**src/common/loader_cfg.svh**
```systemverilog
/*
 * CBM-II memory loader constants
 * Image bases, length limits, BASIC pointer offsets and erase areas
 */
`ifndef LOADER_CFG_SVH
`define LOADER_CFG_SVH

// ==============================
// ROM image bases
// ==============================
`define LDR_ROM_P500_BASE   25'h102_0000
`define LDR_ROM_B6X0_BASE   25'h100_0000
`define LDR_ROM_B7X0_BASE   25'h101_0000
`define LDR_EXT_BASE_2000   25'h103_2000
`define LDR_EXT_BASE_4000   25'h103_4000
`define LDR_EXT_BASE_6000   25'h103_6000

// Image length limits in host bytes
`define LDR_SYS_ROM_LIMIT   25'h000_B000
`define LDR_EXT_ROM_LIMIT   25'h000_2000

// ==============================
// Zero page and BASIC pointers
// ==============================
`define LDR_ZP_BASE         25'h00F_0000
`define LDR_PTR_TXTTAB      8'h2D
`define LDR_PTR_TXTEND      8'h2F

// Video RAM erase area, segment 15
`define LDR_VRAM_LO_END     25'h00F_0FFF
`define LDR_VRAM_HI_BASE    25'h00F_D000
`define LDR_VRAM_HI_END     25'h00F_D7FF

// Cycles between two erase writes
`define LDR_ERASE_GAP       32

`endif

```
**src/common/mem_pkg.sv**
```systemverilog
/*
 * Memory port types of the CBM-II loader
 * Addresses, data, load targets, write requests and engine state
 */
package mem_pkg;

	// ==============================
	// Address and data
	// ==============================
	typedef logic [24:0] mem_addr_t;
	typedef logic [7:0]  mem_byte_t;
	typedef logic [24:0] host_addr_t;

	// What the current host download is
	typedef enum logic [2:0] {
		TGT_NONE    = 3'd0,
		TGT_P500    = 3'd1,
		TGT_B6X0    = 3'd2,
		TGT_B7X0    = 3'd3,
		TGT_EXT2000 = 3'd4,
		TGT_EXT4000 = 3'd5,
		TGT_EXT6000 = 3'd6,
		TGT_PRG     = 3'd7
	} load_tgt_e;

	// One byte write towards the shared RAM/ROM port
	typedef struct packed {
		mem_addr_t addr;
		mem_byte_t data;
	} mem_wr_t;

	// ==============================
	// Engine control
	// ==============================
	typedef enum logic [1:0] {
		LDR_IDLE   = 2'd0,
		LDR_STREAM = 2'd1,
		LDR_INJECT = 2'd2,
		LDR_ERASE  = 2'd3
	} ldr_state_e;

	typedef logic [1:0] erase_mode_t;

	// Partial clears seg 15 bank 0 and video RAM, full clears all RAM first
	localparam erase_mode_t ERASE_NONE = 2'd0;
	localparam erase_mode_t ERASE_PART = 2'd1;
	localparam erase_mode_t ERASE_FULL = 2'd2;

endpackage

```
**src/common/sys_pkg.sv**
```systemverilog
/*
 * System configuration types of the CBM-II machine
 */
package sys_pkg;

	// ==============================
	// Model and RAM size
	// ==============================

	// P is the P500 line, B is the B6x0/B7x0 line
	typedef enum logic {
		MODEL_P = 1'b0,
		MODEL_B = 1'b1
	} model_e;

	typedef logic [1:0] ramsize_t;

	localparam ramsize_t RAM_128K = 2'd0;
	localparam ramsize_t RAM_256K = 2'd1;
	localparam ramsize_t RAM_896K = 2'd2;

	// ==============================
	// Configuration word
	// ==============================

	// profile: 0 for P or low profile, 1 for high profile
	// cpu2mhz: 0 for 1 MHz, 1 for 2 MHz
	// ntsc: 0 for PAL, 1 for NTSC
	typedef struct packed {
		model_e   model;
		logic     profile;
		ramsize_t ramsize;
		logic     cpu2mhz;
		logic     ntsc;
	} sys_cfg_t;

endpackage

```
**src/hdl/cbm2_loader_top.sv**
```systemverilog
/*
 * CBM-II memory loader top level
 * Host byte stream to writes on the shared RAM/ROM port
 */
module cbm2_loader_top (
	input  logic                  clk_sys,
	input  logic                  arst_n_i,

	// Host download stream
	input  mem_pkg::mem_byte_t    host_index_i,
	input  mem_pkg::host_addr_t   host_addr_i,
	input  mem_pkg::mem_byte_t    host_data_i,
	input  logic                  host_wr_i,
	input  logic                  host_download_i,
	input  logic [10:0]           status_i,
	output logic                  host_wait_o,

	// Erase start
	input  logic                  erase_req_i,
	input  mem_pkg::erase_mode_t  erase_mode_i,

	// Machine memory port
	input  logic                  io_cycle_i,
	output mem_pkg::mem_wr_t      mem_o,
	output logic                  mem_ce_o,
	output logic                  mem_we_o,

	output sys_pkg::sys_cfg_t     cfg_o,
	output logic [2:0]            extrom_o
);

	import mem_pkg::*;

	load_tgt_e tgt;
	mem_wr_t   wr_data;
	logic      wr_ack;

	cfg_decode u_cfg_decode (
		.status_i     (status_i),
		.host_index_i (host_index_i),
		.cfg_o        (cfg_o),
		.tgt_o        (tgt)
	);

	// Wait level is the pending request
	load_engine u_load_engine (
		.clk_sys         (clk_sys),
		.arst_n_i        (arst_n_i),
		.cfg_i           (cfg_o),
		.tgt_i           (tgt),
		.host_addr_i     (host_addr_i),
		.host_data_i     (host_data_i),
		.host_wr_i       (host_wr_i),
		.host_download_i (host_download_i),
		.erase_req_i     (erase_req_i),
		.erase_mode_i    (erase_mode_i),
		.wr_ack_i        (wr_ack),
		.wr_req_o        (host_wait_o),
		.wr_data_o       (wr_data),
		.extrom_o        (extrom_o)
	);

	mem_port u_mem_port (
		.clk_sys    (clk_sys),
		.arst_n_i   (arst_n_i),
		.io_cycle_i (io_cycle_i),
		.wr_req_i   (host_wait_o),
		.wr_data_i  (wr_data),
		.wr_ack_o   (wr_ack),
		.mem_o      (mem_o),
		.mem_ce_o   (mem_ce_o),
		.mem_we_o   (mem_we_o)
	);

endmodule

```
**src/hdl/cfg_decode.sv**
```systemverilog
/*
 * Configuration decoder
 * Turns status bits into the system configuration and the host index into a load target
 */
module cfg_decode (
	input  logic [10:0]         status_i,
	input  mem_pkg::mem_byte_t  host_index_i,
	output sys_pkg::sys_cfg_t   cfg_o,
	output mem_pkg::load_tgt_e  tgt_o
);

	import sys_pkg::*;
	import mem_pkg::*;

	// Status layout
	//   [2:0]  preset: P500, B610, B620, B710, B720, Custom
	//   [4:3]  custom model: Professional, Business LP, Business HP
	//   [6:5]  reserved
	//   [8:7]  custom RAM size
	//   [9]    custom CPU clock
	//   [10]   TV system
	logic [2:0] preset;
	logic       cfg_custom;
	logic       is_p500;
	logic       is_7x0;
	logic       is_x10;

	assign preset     = status_i[2:0];
	assign cfg_custom = (preset == 3'd5);
	assign is_p500    = (preset == 3'd0);
	assign is_7x0     = (preset == 3'd3) || (preset == 3'd4);
	assign is_x10     = (preset == 3'd0) || (preset == 3'd1) || (preset == 3'd3);

	// ==============================
	// Preset or custom fields
	// ==============================
	always_comb begin
		if (cfg_custom) begin
			cfg_o.model   = (|status_i[4:3]) ? MODEL_B : MODEL_P;
			cfg_o.profile = status_i[4];
			cfg_o.ramsize = status_i[8:7];
			cfg_o.cpu2mhz = status_i[9];
		end else begin
			cfg_o.model   = is_p500 ? MODEL_P : MODEL_B;
			cfg_o.profile = is_7x0;
			cfg_o.ramsize = is_x10 ? RAM_128K : RAM_256K;
			cfg_o.cpu2mhz = !is_p500;
		end
		// B7x0 machines are always 60 Hz
		cfg_o.ntsc = status_i[10] | is_7x0;
	end

	// Index 0x00, 0x40 and 0x80 are the boot-time ROM slots
	always_comb begin
		case (host_index_i)
			8'h01, 8'h00: tgt_o = TGT_P500;
			8'h02, 8'h40: tgt_o = TGT_B6X0;
			8'h03, 8'h80: tgt_o = TGT_B7X0;
			8'h04:        tgt_o = TGT_EXT2000;
			8'h05:        tgt_o = TGT_EXT4000;
			8'h06:        tgt_o = TGT_EXT6000;
			8'h09:        tgt_o = TGT_PRG;
			default:      tgt_o = TGT_NONE;
		endcase
	end

endmodule

```
**src/loader/load_engine.sv**
```systemverilog
/*
 * Load engine
 * Address generator for ROM and PRG streaming, BASIC pointer injection and RAM erase
 */
`include "loader_cfg.svh"

module load_engine (
	input  logic                  clk_sys,
	input  logic                  arst_n_i,
	input  sys_pkg::sys_cfg_t     cfg_i,
	input  mem_pkg::load_tgt_e    tgt_i,
	input  mem_pkg::host_addr_t   host_addr_i,
	input  mem_pkg::mem_byte_t    host_data_i,
	input  logic                  host_wr_i,
	input  logic                  host_download_i,
	input  logic                  erase_req_i,
	input  mem_pkg::erase_mode_t  erase_mode_i,
	input  logic                  wr_ack_i,
	output logic                  wr_req_o,
	output mem_pkg::mem_wr_t      wr_data_o,
	output logic [2:0]            extrom_o
);

	import sys_pkg::*;
	import mem_pkg::*;

	ldr_state_e  state_q;
	logic        wr_req_q;
	erase_mode_t erase_pend_q;
	erase_mode_t erase_mode_q;
	logic [5:0]  gap_q;

	mem_addr_t   addr_q;
	mem_byte_t   data_q;
	logic [15:0] ptr_start_q;
	logic [15:0] ptr_end_q;

	mem_addr_t   tgt_base;
	host_addr_t  tgt_limit;
	mem_addr_t   next_addr;
	mem_addr_t   ram_top;
	mem_addr_t   full_base;
	logic [3:0]  top_bank;
	logic        top_valid;
	mem_byte_t   ptr_byte;
	logic        ptr_hit;

	logic        rom_tgt;
	logic        host_take;
	logic        byte_ok;
	logic        erase_start;
	logic        erase_fire;
	logic        inject_start;
	logic        inject_walk;

	// ==============================
	// Target decode
	// ==============================
	always_comb begin
		tgt_base  = `LDR_ROM_P500_BASE;
		tgt_limit = `LDR_SYS_ROM_LIMIT;
		case (tgt_i)
			TGT_B6X0: tgt_base = `LDR_ROM_B6X0_BASE;
			TGT_B7X0: tgt_base = `LDR_ROM_B7X0_BASE;
			TGT_EXT2000: begin
				tgt_base  = `LDR_EXT_BASE_2000;
				tgt_limit = `LDR_EXT_ROM_LIMIT;
			end
			TGT_EXT4000: begin
				tgt_base  = `LDR_EXT_BASE_4000;
				tgt_limit = `LDR_EXT_ROM_LIMIT;
			end
			TGT_EXT6000: begin
				tgt_base  = `LDR_EXT_BASE_6000;
				tgt_limit = `LDR_EXT_ROM_LIMIT;
			end
			default: ;
		endcase
	end

	assign rom_tgt = (tgt_i != TGT_NONE) && (tgt_i != TGT_PRG);

	// Strobes only count outside erase and injection
	assign host_take = host_wr_i && host_download_i && (erase_pend_q == ERASE_NONE)
		&& (state_q == LDR_IDLE || state_q == LDR_STREAM);

	// PRG bytes 0 and 1 are the load address, not data
	assign byte_ok = (rom_tgt && host_addr_i < tgt_limit)
		|| (tgt_i == TGT_PRG && host_addr_i >= host_addr_t'(2));

	assign erase_start  = (state_q == LDR_IDLE) && !wr_req_q && (erase_pend_q != ERASE_NONE);
	assign erase_fire   = (state_q == LDR_ERASE) && !wr_req_q
		&& (gap_q == 6'(`LDR_ERASE_GAP - 1));
	assign inject_start = (state_q == LDR_STREAM) && !host_download_i && !wr_req_q
		&& (tgt_i == TGT_PRG);
	assign inject_walk  = (state_q == LDR_INJECT) && !wr_req_q && !addr_q[8];

	// TXTTAB then TXTEND, low byte first
	always_comb begin
		ptr_hit  = 1'b1;
		ptr_byte = ptr_start_q[7:0];
		case (addr_q[7:0])
			`LDR_PTR_TXTTAB:         ptr_byte = ptr_start_q[7:0];
			8'(`LDR_PTR_TXTTAB + 1): ptr_byte = ptr_start_q[15:8];
			`LDR_PTR_TXTEND:         ptr_byte = ptr_end_q[7:0];
			8'(`LDR_PTR_TXTEND + 1): ptr_byte = ptr_end_q[15:8];
			default:                 ptr_hit  = 1'b0;
		endcase
	end

	// Top of RAM is bank 1..4, bank 0 of a B machine holds no RAM
	assign top_bank  = {2'b00, cfg_i.ramsize[0], 1'b0} + {3'b000, cfg_i.model == MODEL_B} + 4'd1;
	assign top_valid = (cfg_i.ramsize == RAM_128K) || (cfg_i.ramsize == RAM_256K);
	assign ram_top   = {5'd0, top_bank, 16'hFFFF};
	assign full_base = mem_addr_t'({cfg_i.model == MODEL_B, 16'h0000});

	always_comb begin
		next_addr = addr_q + 1'b1;
		if (state_q == LDR_ERASE) begin
			if (erase_mode_q == ERASE_FULL && top_valid && addr_q == ram_top)
				next_addr = `LDR_ZP_BASE;
			else if (addr_q == `LDR_VRAM_LO_END)
				next_addr = `LDR_VRAM_HI_BASE;
		end
	end

	// ==============================
	// Control state
	// ==============================
	always_ff @(posedge clk_sys or negedge arst_n_i) begin
		if (!arst_n_i) begin
			state_q      <= LDR_IDLE;
			wr_req_q     <= 1'b0;
			erase_pend_q <= ERASE_NONE;
			erase_mode_q <= ERASE_NONE;
			gap_q        <= '0;
			extrom_o     <= '0;
		end else begin
			if (wr_ack_i)
				wr_req_q <= 1'b0;
			else if ((host_take && byte_ok) || (inject_walk && ptr_hit) || erase_fire)
				wr_req_q <= 1'b1;

			if (erase_start) begin
				erase_mode_q <= erase_pend_q;
				erase_pend_q <= ERASE_NONE;
			end
			if (erase_req_i && erase_mode_i != ERASE_NONE)
				erase_pend_q <= erase_mode_i;

			if (erase_start || erase_fire)
				gap_q <= '0;
			else if (state_q == LDR_ERASE && !wr_req_q)
				gap_q <= gap_q + 1'b1;

			if (host_take) begin
				case (tgt_i)
					TGT_EXT2000: extrom_o[0] <= 1'b1;
					TGT_EXT4000: extrom_o[1] <= 1'b1;
					TGT_EXT6000: extrom_o[2] <= 1'b1;
					default: ;
				endcase
			end

			case (state_q)
				LDR_IDLE: begin
					if (erase_start)
						state_q <= LDR_ERASE;
					else if (host_download_i)
						state_q <= LDR_STREAM;
				end
				LDR_STREAM: begin
					if (!host_download_i && !wr_req_q)
						state_q <= (tgt_i == TGT_PRG) ? LDR_INJECT : LDR_IDLE;
				end
				LDR_INJECT: begin
					if (!wr_req_q && addr_q[8])
						state_q <= LDR_IDLE;
				end
				LDR_ERASE: begin
					if (wr_ack_i && addr_q == `LDR_VRAM_HI_END)
						state_q <= LDR_IDLE;
				end
				default: state_q <= LDR_IDLE;
			endcase
		end
	end

	// ==============================
	// Address and data
	// ==============================
	always_ff @(posedge clk_sys) begin
		if (erase_start)
			addr_q <= (erase_pend_q == ERASE_FULL) ? full_base : `LDR_ZP_BASE;
		else if (inject_start)
			addr_q <= `LDR_ZP_BASE;
		else if (wr_ack_i)
			addr_q <= next_addr;
		else if (inject_walk && !ptr_hit)
			addr_q <= addr_q + 1'b1;
		else if (host_take && host_addr_i == '0) begin
			if (rom_tgt)
				addr_q <= tgt_base;
			else if (tgt_i == TGT_PRG) begin
				addr_q[24:16] <= (cfg_i.model == MODEL_B) ? 9'd1 : 9'd0;
				addr_q[7:0]   <= host_data_i;
			end
		end else if (host_take && tgt_i == TGT_PRG && host_addr_i == host_addr_t'(1))
			addr_q[15:8] <= host_data_i;

		if (host_take)
			data_q <= host_data_i;
		else if (inject_walk && ptr_hit)
			data_q <= ptr_byte;
		else if (erase_fire)
			data_q <= {8{addr_q[14] ^ addr_q[3] ^ addr_q[2]}};

		// End pointer counts the program bytes
		if (host_take && tgt_i == TGT_PRG) begin
			if (host_addr_i == '0) begin
				ptr_start_q[7:0] <= host_data_i;
				ptr_end_q[7:0]   <= host_data_i;
			end else if (host_addr_i == host_addr_t'(1)) begin
				ptr_start_q[15:8] <= host_data_i;
				ptr_end_q[15:8]   <= host_data_i;
			end else
				ptr_end_q <= ptr_end_q + 1'b1;
		end
	end

	assign wr_req_o  = wr_req_q;
	assign wr_data_o = '{addr: addr_q, data: data_q};

endmodule

```
**src/loader/mem_port.sv**
```systemverilog
/*
 * Memory write port
 * Issues the pending loader write in the machine I/O slot
 */
module mem_port (
	input  logic              clk_sys,
	input  logic              arst_n_i,
	input  logic              io_cycle_i,
	input  logic              wr_req_i,
	input  mem_pkg::mem_wr_t  wr_data_i,
	output logic              wr_ack_o,
	output mem_pkg::mem_wr_t  mem_o,
	output logic              mem_ce_o,
	output logic              mem_we_o
);

	logic io_cycle_q;
	logic slot_fall;
	logic slot_rise;

	// ==============================
	// Slot edges
	// ==============================
	assign slot_fall = io_cycle_q && !io_cycle_i;
	assign slot_rise = !io_cycle_q && io_cycle_i;

	// Request is taken at the start of the slot
	assign wr_ack_o = slot_fall && wr_req_i;

	always_ff @(posedge clk_sys or negedge arst_n_i) begin
		if (!arst_n_i) begin
			io_cycle_q <= 1'b0;
			mem_ce_o   <= 1'b0;
			mem_we_o   <= 1'b0;
		end else begin
			io_cycle_q <= io_cycle_i;
			if (wr_ack_o) begin
				mem_ce_o <= 1'b1;
				mem_we_o <= 1'b1;
			end else if (slot_rise) begin
				mem_ce_o <= 1'b0;
				mem_we_o <= 1'b0;
			end
		end
	end

	// Address and data held for the whole slot
	always_ff @(posedge clk_sys) begin
		if (wr_ack_o)
			mem_o <= wr_data_i;
	end

endmodule

```
**config.mk**
```make
export PLATFORM = sky130hd
export DESIGN_NAME = cbm2_loader_top
export DESIGN_NICKNAME = d
export VERILOG_FILES = /design/src/common/mem_pkg.sv /design/src/common/sys_pkg.sv /design/src/hdl/cbm2_loader_top.sv /design/src/hdl/cfg_decode.sv /design/src/loader/load_engine.sv /design/src/loader/mem_port.sv
export VERILOG_INCLUDE_DIRS = /design/src /design/src/common
export SDC_FILE = /design/constraint.sdc
export NUM_CORES = 1
export LEC_CHECK = 0
export ABC_AREA = 1
export BUFFER_PORTS_ARGS = -buffer_cell sky130_fd_sc_hd__buf_2
export CAP_MARGIN = 20
export CORE_UTILIZATION = 35
export DETAILED_ROUTE_END_ITERATION = 12
export PLACE_DENSITY_LB_ADDON = 0.3
export SYNTH_ARGS = -nofsm -noshare
export SYNTH_HDL_FRONTEND = slang
export SYNTH_SLANG_ARGS = --single-unit
```
**constraint.sdc**
```tcl
create_clock -name clk_sys -period 7.4 [get_ports clk_sys]
set_input_delay 2.22 -clock clk_sys [delete_from_list [all_inputs] [get_ports clk_sys]]
set_output_delay 2.22 -clock clk_sys [all_outputs]
set_load 0.02 [all_outputs]
```
=== After elaboration in Yosys (flattened, before gate mapping) ===
Index checks and enable logic that the tools add are counted.

* Register bits: 116
* Output and inout port bits: 45
* Word-level logic and storage cells: 198

* Add/subtract/negate cells: 5
* Order comparisons: 2
* Equality and inequality tests: 41
* Multiplexer cells: 48
* Bitwise operators: 4
* Reduce and logical (&&, ||, !) cells: 79

{| class="wikitable"
|+ Operators with widths
! kind !! count
|-
| $mux 25 || 7
|-
| $mux 8 || 12
|-
| $pmux 18 s5 || 1
|-
| $eq 25x20->1 const B || 2
|-
| $eq 8x6->1 const B || 4
|-
| $logic_and 1x1->1 || 30
|-
| $mux 9 || 3
|-
| $add 25x1->25 const B || 1
|-
| $eq 25x1->1 const B || 1
|-
| $eq 25x20->1 || 1
|-
| $ge 25x2->1 const B || 1
|-
| $logic_not 25->1 || 1
|-
| $lt 25x16->1 || 1
|-
| $eq 8x3->1 const B || 3
|-
| $pmux 8 s3 || 1
|-
| $pmux 3 s7 || 1
|-
| $mux 20 || 1
|-
| $eq 3x3->1 const B || 6
|-
| $add 16x1->16 const B || 1
|-
| $eq 8x2->1 const B || 2
|-
| $mux 16 || 1
|-
| $mux 2 || 8
|-
| $reduce_and 2->1 || 8
|-
| $mux 6 || 2
|-
| 37 further kinds || 80
|}

=== Logic depth before layout (Yosys ltp) ===
* Depth in word-level cells: 14
* Gate-level depth with buffers: 19

=== Cells and area by module ===
Synthesis repeated with hierarchy kept, for this count alone.

* Cells, all modules: 824
* Area, all modules: 6,774.0 µm²

{| class="wikitable"
|+ By module, submodules not included
! module !! instances !! cells an instance !! area each (µm²)
|-
| load_engine || 1 || 713 || 5,406.4
|-
| mem_port || 1 || 43 || 1,076.0
|-
| cfg_decode || 1 || 68 || 291.5
|}

=== Worst setup path after synthesis ===
Ideal clock, no wire load.

* Kind: in2out
* Start: input port status_i[2]
* End: output port cfg_o[4] (netlist name)
* Arrival: 2.909 ns
* Setup slack: 2.271 ns
* Stages on the path: 4
* Path through: nand2_1 > nor2_1 > inv_1 > o21ai_0

{| class="wikitable"
|+ RTL lines
! item !! RTL line !! RTL
|-
| start, declared || cbm2_loader_top.sv:15 || <nowiki>input logic [10:0] status_i,</nowiki>
|-
| end, declared || cbm2_loader_top.sv:28 || <nowiki>output sys_pkg::sys_cfg_t cfg_o,</nowiki>
|}

==> flow_metrics.env <==
export IMPL_portBuffers=102
export IMPL_ant_nets=0
export IMPL_n_antenna_cell=0
export IMPL_hp_start="u_load_engine.data_q[2]$_DFFE_PP_"
export IMPL_clk_pin_slew_worst_paths_ps=50
export IMPL_reg2reg_from="u_load_engine.erase_pend_q[0]$_DFFE_PN0P_"
export IMPL_cts_tree="built"
export IMPL_cp_data_arrival_time_ps=3140
export IMPL_drcViolationCount=0
export IMPL_ios=105
export IMPL_status="complete, no violations"
export IMPL_max_freq_mhz=187
export IMPL_setup_viol_count_final=0
export IMPL_wl_um=17100
export IMPL_grt_pass1_vias=5172
export IMPL_n_fill_cell=1863
export IMPL_ys_seq_area_share_pct=49.6
export IMPL_antenna_found_initial=0
export IMPL_crit_top_cell="inv_1"
export IMPL_synthCells=794
export IMPL_hold_ws_ps=415
export IMPL_max_stage_delay_ps=180
export IMPL_die_w_um=142
export IMPL_peakVddDrop_mv=0.158
export IMPL_register_area_um2=3390
export IMPL_worstMarginPinSlew_ps=890
export IMPL_post_cts_buffers=0
export IMPL_postSynth_asyncResetShare_pct=15.5
export IMPL_final_hold_violation_count=0
export IMPL_synth_ff_type="edfxtp_1"
export IMPL_critPathRequiredTime_ps=5180
export IMPL_endpoint_kind="output port"
export IMPL_top_layer_used="met4"
export IMPL_wl_met1_um=8370
export IMPL_syn_num_nets=862
export IMPL_area_growth_pct=20.0
export IMPL_synth_edf_count=98
export IMPL_finalCritPeriodShare_pct=72.4
export IMPL_wl_met3_um=1220
export IMPL_vias=5760
export IMPL_maxSlewHeadroom_pct=40.4
export IMPL_start_util_pct=36.1
export IMPL_worstSetupStartpointType="input port"
export IMPL_grt_overflow_total=0
export IMPL_insertion_delay_ps=420
export IMPL_synth_area_um2=6840
export IMPL_wl_per_cell_um=14.5
export IMPL_cap_violations=0
export IMPL_powerDensity_nw_per_um2=306
export IMPL_clkSinkCount=116
export IMPL_cts_root_buf="clkbuf_16"
export IMPL_crit_slowest_cell="nand2_1"
export IMPL_viasPerCell=4.88
export IMPL_multi_input_area_um2=2970
export IMPL_ys_types=48
export IMPL_crit_fanout=4
export IMPL_rrSetupSlack_ps=4280
export IMPL_firstDrtPassIters=5
export IMPL_drt_iter0_markers=529
export IMPL_nets=976
export IMPL_die_y_um=142
export IMPL_finalSetupTns_ps=0
export IMPL_met2WireLength_um=7300
export IMPL_worstPathCellList="buf_2 > inv_1 > nand2_1 > nor2_1 > inv_1 > nand2_1 > inv_1 > buf_2"
export IMPL_fin_crit_ps=5360
export IMPL_timing_final_ws_setup_ps=2040
export IMPL_core_um2=19000
export IMPL_pre_cts_slack_ps=2050
export IMPL_ctsResizeCount=0
export IMPL_rsz0062_at_grt="false"
export IMPL_yosysWarnings=0
export IMPL_routabilityCongestion=0.853
export IMPL_numCtsBuffers=17
export IMPL_min_path_type="reg2reg"
export IMPL_whs_path_depth=0
export IMPL_p_leak_nw=3.66
export IMPL_cp_buffers_inverters=5
export IMPL_clock_skew_final_ps=8.45
export IMPL_fin_cells=1181
export IMPL_final_util_pct=43.3
export IMPL_drive_gt1_share_pct=21.4
export IMPL_grt_first_pass_wirelength_um=26900
export IMPL_syn_area_per_cell_um2=8.61
export IMPL_cts_max_level=4
export IMPL_yosys_register_bits=116
export IMPL_path_class="in2out"
export IMPL_die_area_um2=20100
export IMPL_ctsHoldBuffers=0
export IMPL_grt_max_degree=41
export IMPL_groute_usage_overall_pct=17.8
export IMPL_crit_family="buffers and inverters"
export IMPL_rr_worst_depth=9
export IMPL_clockBufferDepth=2
export IMPL_placed_cells=1149
export IMPL_row_count=50
export IMPL_maxSlewViolCount=0
export IMPL_hold_path_end="u_mem_port.mem_o[2]$_DFFE_PP_"
export IMPL_dp_hpwl_um=13100
export IMPL_r2r_end="u_load_engine.addr_q[23]$_SDFFCE_PP0P_"
==> layout by cell type (no fill, tap or decap), types with 4 or more instances in the layout <==
cell type and instances:
a21oi_1 23, a22oi_1 9, buf_2 103, clkbuf_16 17, clkinv_2 4, clkinvlp_4 4
dfrtp_1 18, edfxtp_1 98, ha_1 8, inv_1 93, inv_2 12, nand2_1 185
nand2_2 10, nand3_1 59, nand3_2 4, nand3b_1 4, nand4_1 19, nor2_1 96
nor2_2 11, nor2_4 10, nor3_1 19, nor4_1 6, o21ai_0 32, o22ai_1 6
xnor2_1 6, xor2_1 25
==> synthesized netlist by cell type (all sizes together) (2+ instances only) <==
cell    instances  area (µm²)
nand2         197         780
nor2          119         582
inv           106         400
edfxtp         98        2940
nand3          65         370
o21ai          34         170
a21oi          25         140
xor2           25         219
nor3           22         131
nand4          20         140
dfrtp          18         450
a22oi           9        67.6
buf             8        65.1
ha              8         100
nor4            6        37.5
o22ai           6        37.5
xnor2           6        52.6
nand3b          4        30.0
or2             4        25.0
o211ai          3        22.5
o21bai          2        15.0
o31ai           2        15.0
==> cell type report <==
cell class	count	area share (%)
clock buffers	17	5.18
clock inverters	15	2.01
inverters	107	4.92
multi-input cells	562	36.2
flip-flops and latches	116	41.3
well taps	260	3.96
repair buffers	104	6.37
==> flip-flops by register name (all words and copies together), names as in the netlist <==
| signal | count |
|---|---|
| u_load_engine.addr_q | 25 |
| u_load_engine.data_q | 8 |
| u_load_engine.erase_mode_q | 2 |
| u_load_engine.erase_pend_q | 2 |
| u_load_engine.extrom_o | 3 |
| u_load_engine.gap_q | 6 |
| u_load_engine.ptr_end_q | 16 |
| u_load_engine.ptr_start_q | 16 |
| u_load_engine.state_q | 2 |
| u_load_engine.wr_req_o | 1 |
| u_mem_port.io_cycle_q | 1 |
| u_mem_port.mem_ce_o | 1 |
| u_mem_port.mem_o | 33 |
==> per-layer routing <==
metal	vias to the layer above	global-route usage (%)
met5	-	0
met4	0	6.56
met3	22	4.12
met2	207	26.2
met1	2631	25.3
li1	2900	-
==> worst max-delay path by stage <==
stage	start	to	slack, ps	depth (start not counted)
6_report	status_i[0]	cfg_o[5]	2040	8
2_1_floorplan	status_i[2]	cfg_o[4]	2270	4
3_3_place_gp	status_i[0]	cfg_o[5]	2080	8
3_5_place_dp	status_i[0]	cfg_o[5]	2050	8
4_1_cts	status_i[0]	cfg_o[5]	2050	8
5_1_grt	status_i[0]	cfg_o[5]	1910	8
==> per-stage QoR <==
stage	power, W	cell area [µm²]
after global routing	0.00265	8210
after detailed placement	0.00169	7620
after CTS	0.00252	8210
after global placement	0.00168	7610
final	0.00251	8210
after floorplan	0.00148	6840
==> report_power, final <==
group	switching, W	total [W]	leakage (nW)	internal (W)
combinational	0.000471	0.000679	2.31	0.000208
clock	0.000299	0.000822	0.279	0.000523
sequential	0.000129	0.00101	1.07	0.000881
==> worst reg2reg max path, delay by kind of cell, from the launching register on <==
family          cells  cell delay [ps]
simple gates        6             2150
flops               1              370
buf+inv             2              150
compound gates      1               50
==> cell families after synthesis <==
group | after synthesis | share of synthesized area [%]
compound gates | 84 | 7.21
xor+xnor | 31 | 3.97
fa+ha+maj | 8 | 1.46
buf+inv | 116 | 6.92
flops | 116 | 49.6
simple gates | 439 | 30.8
(Power assumes the default switching activity.)
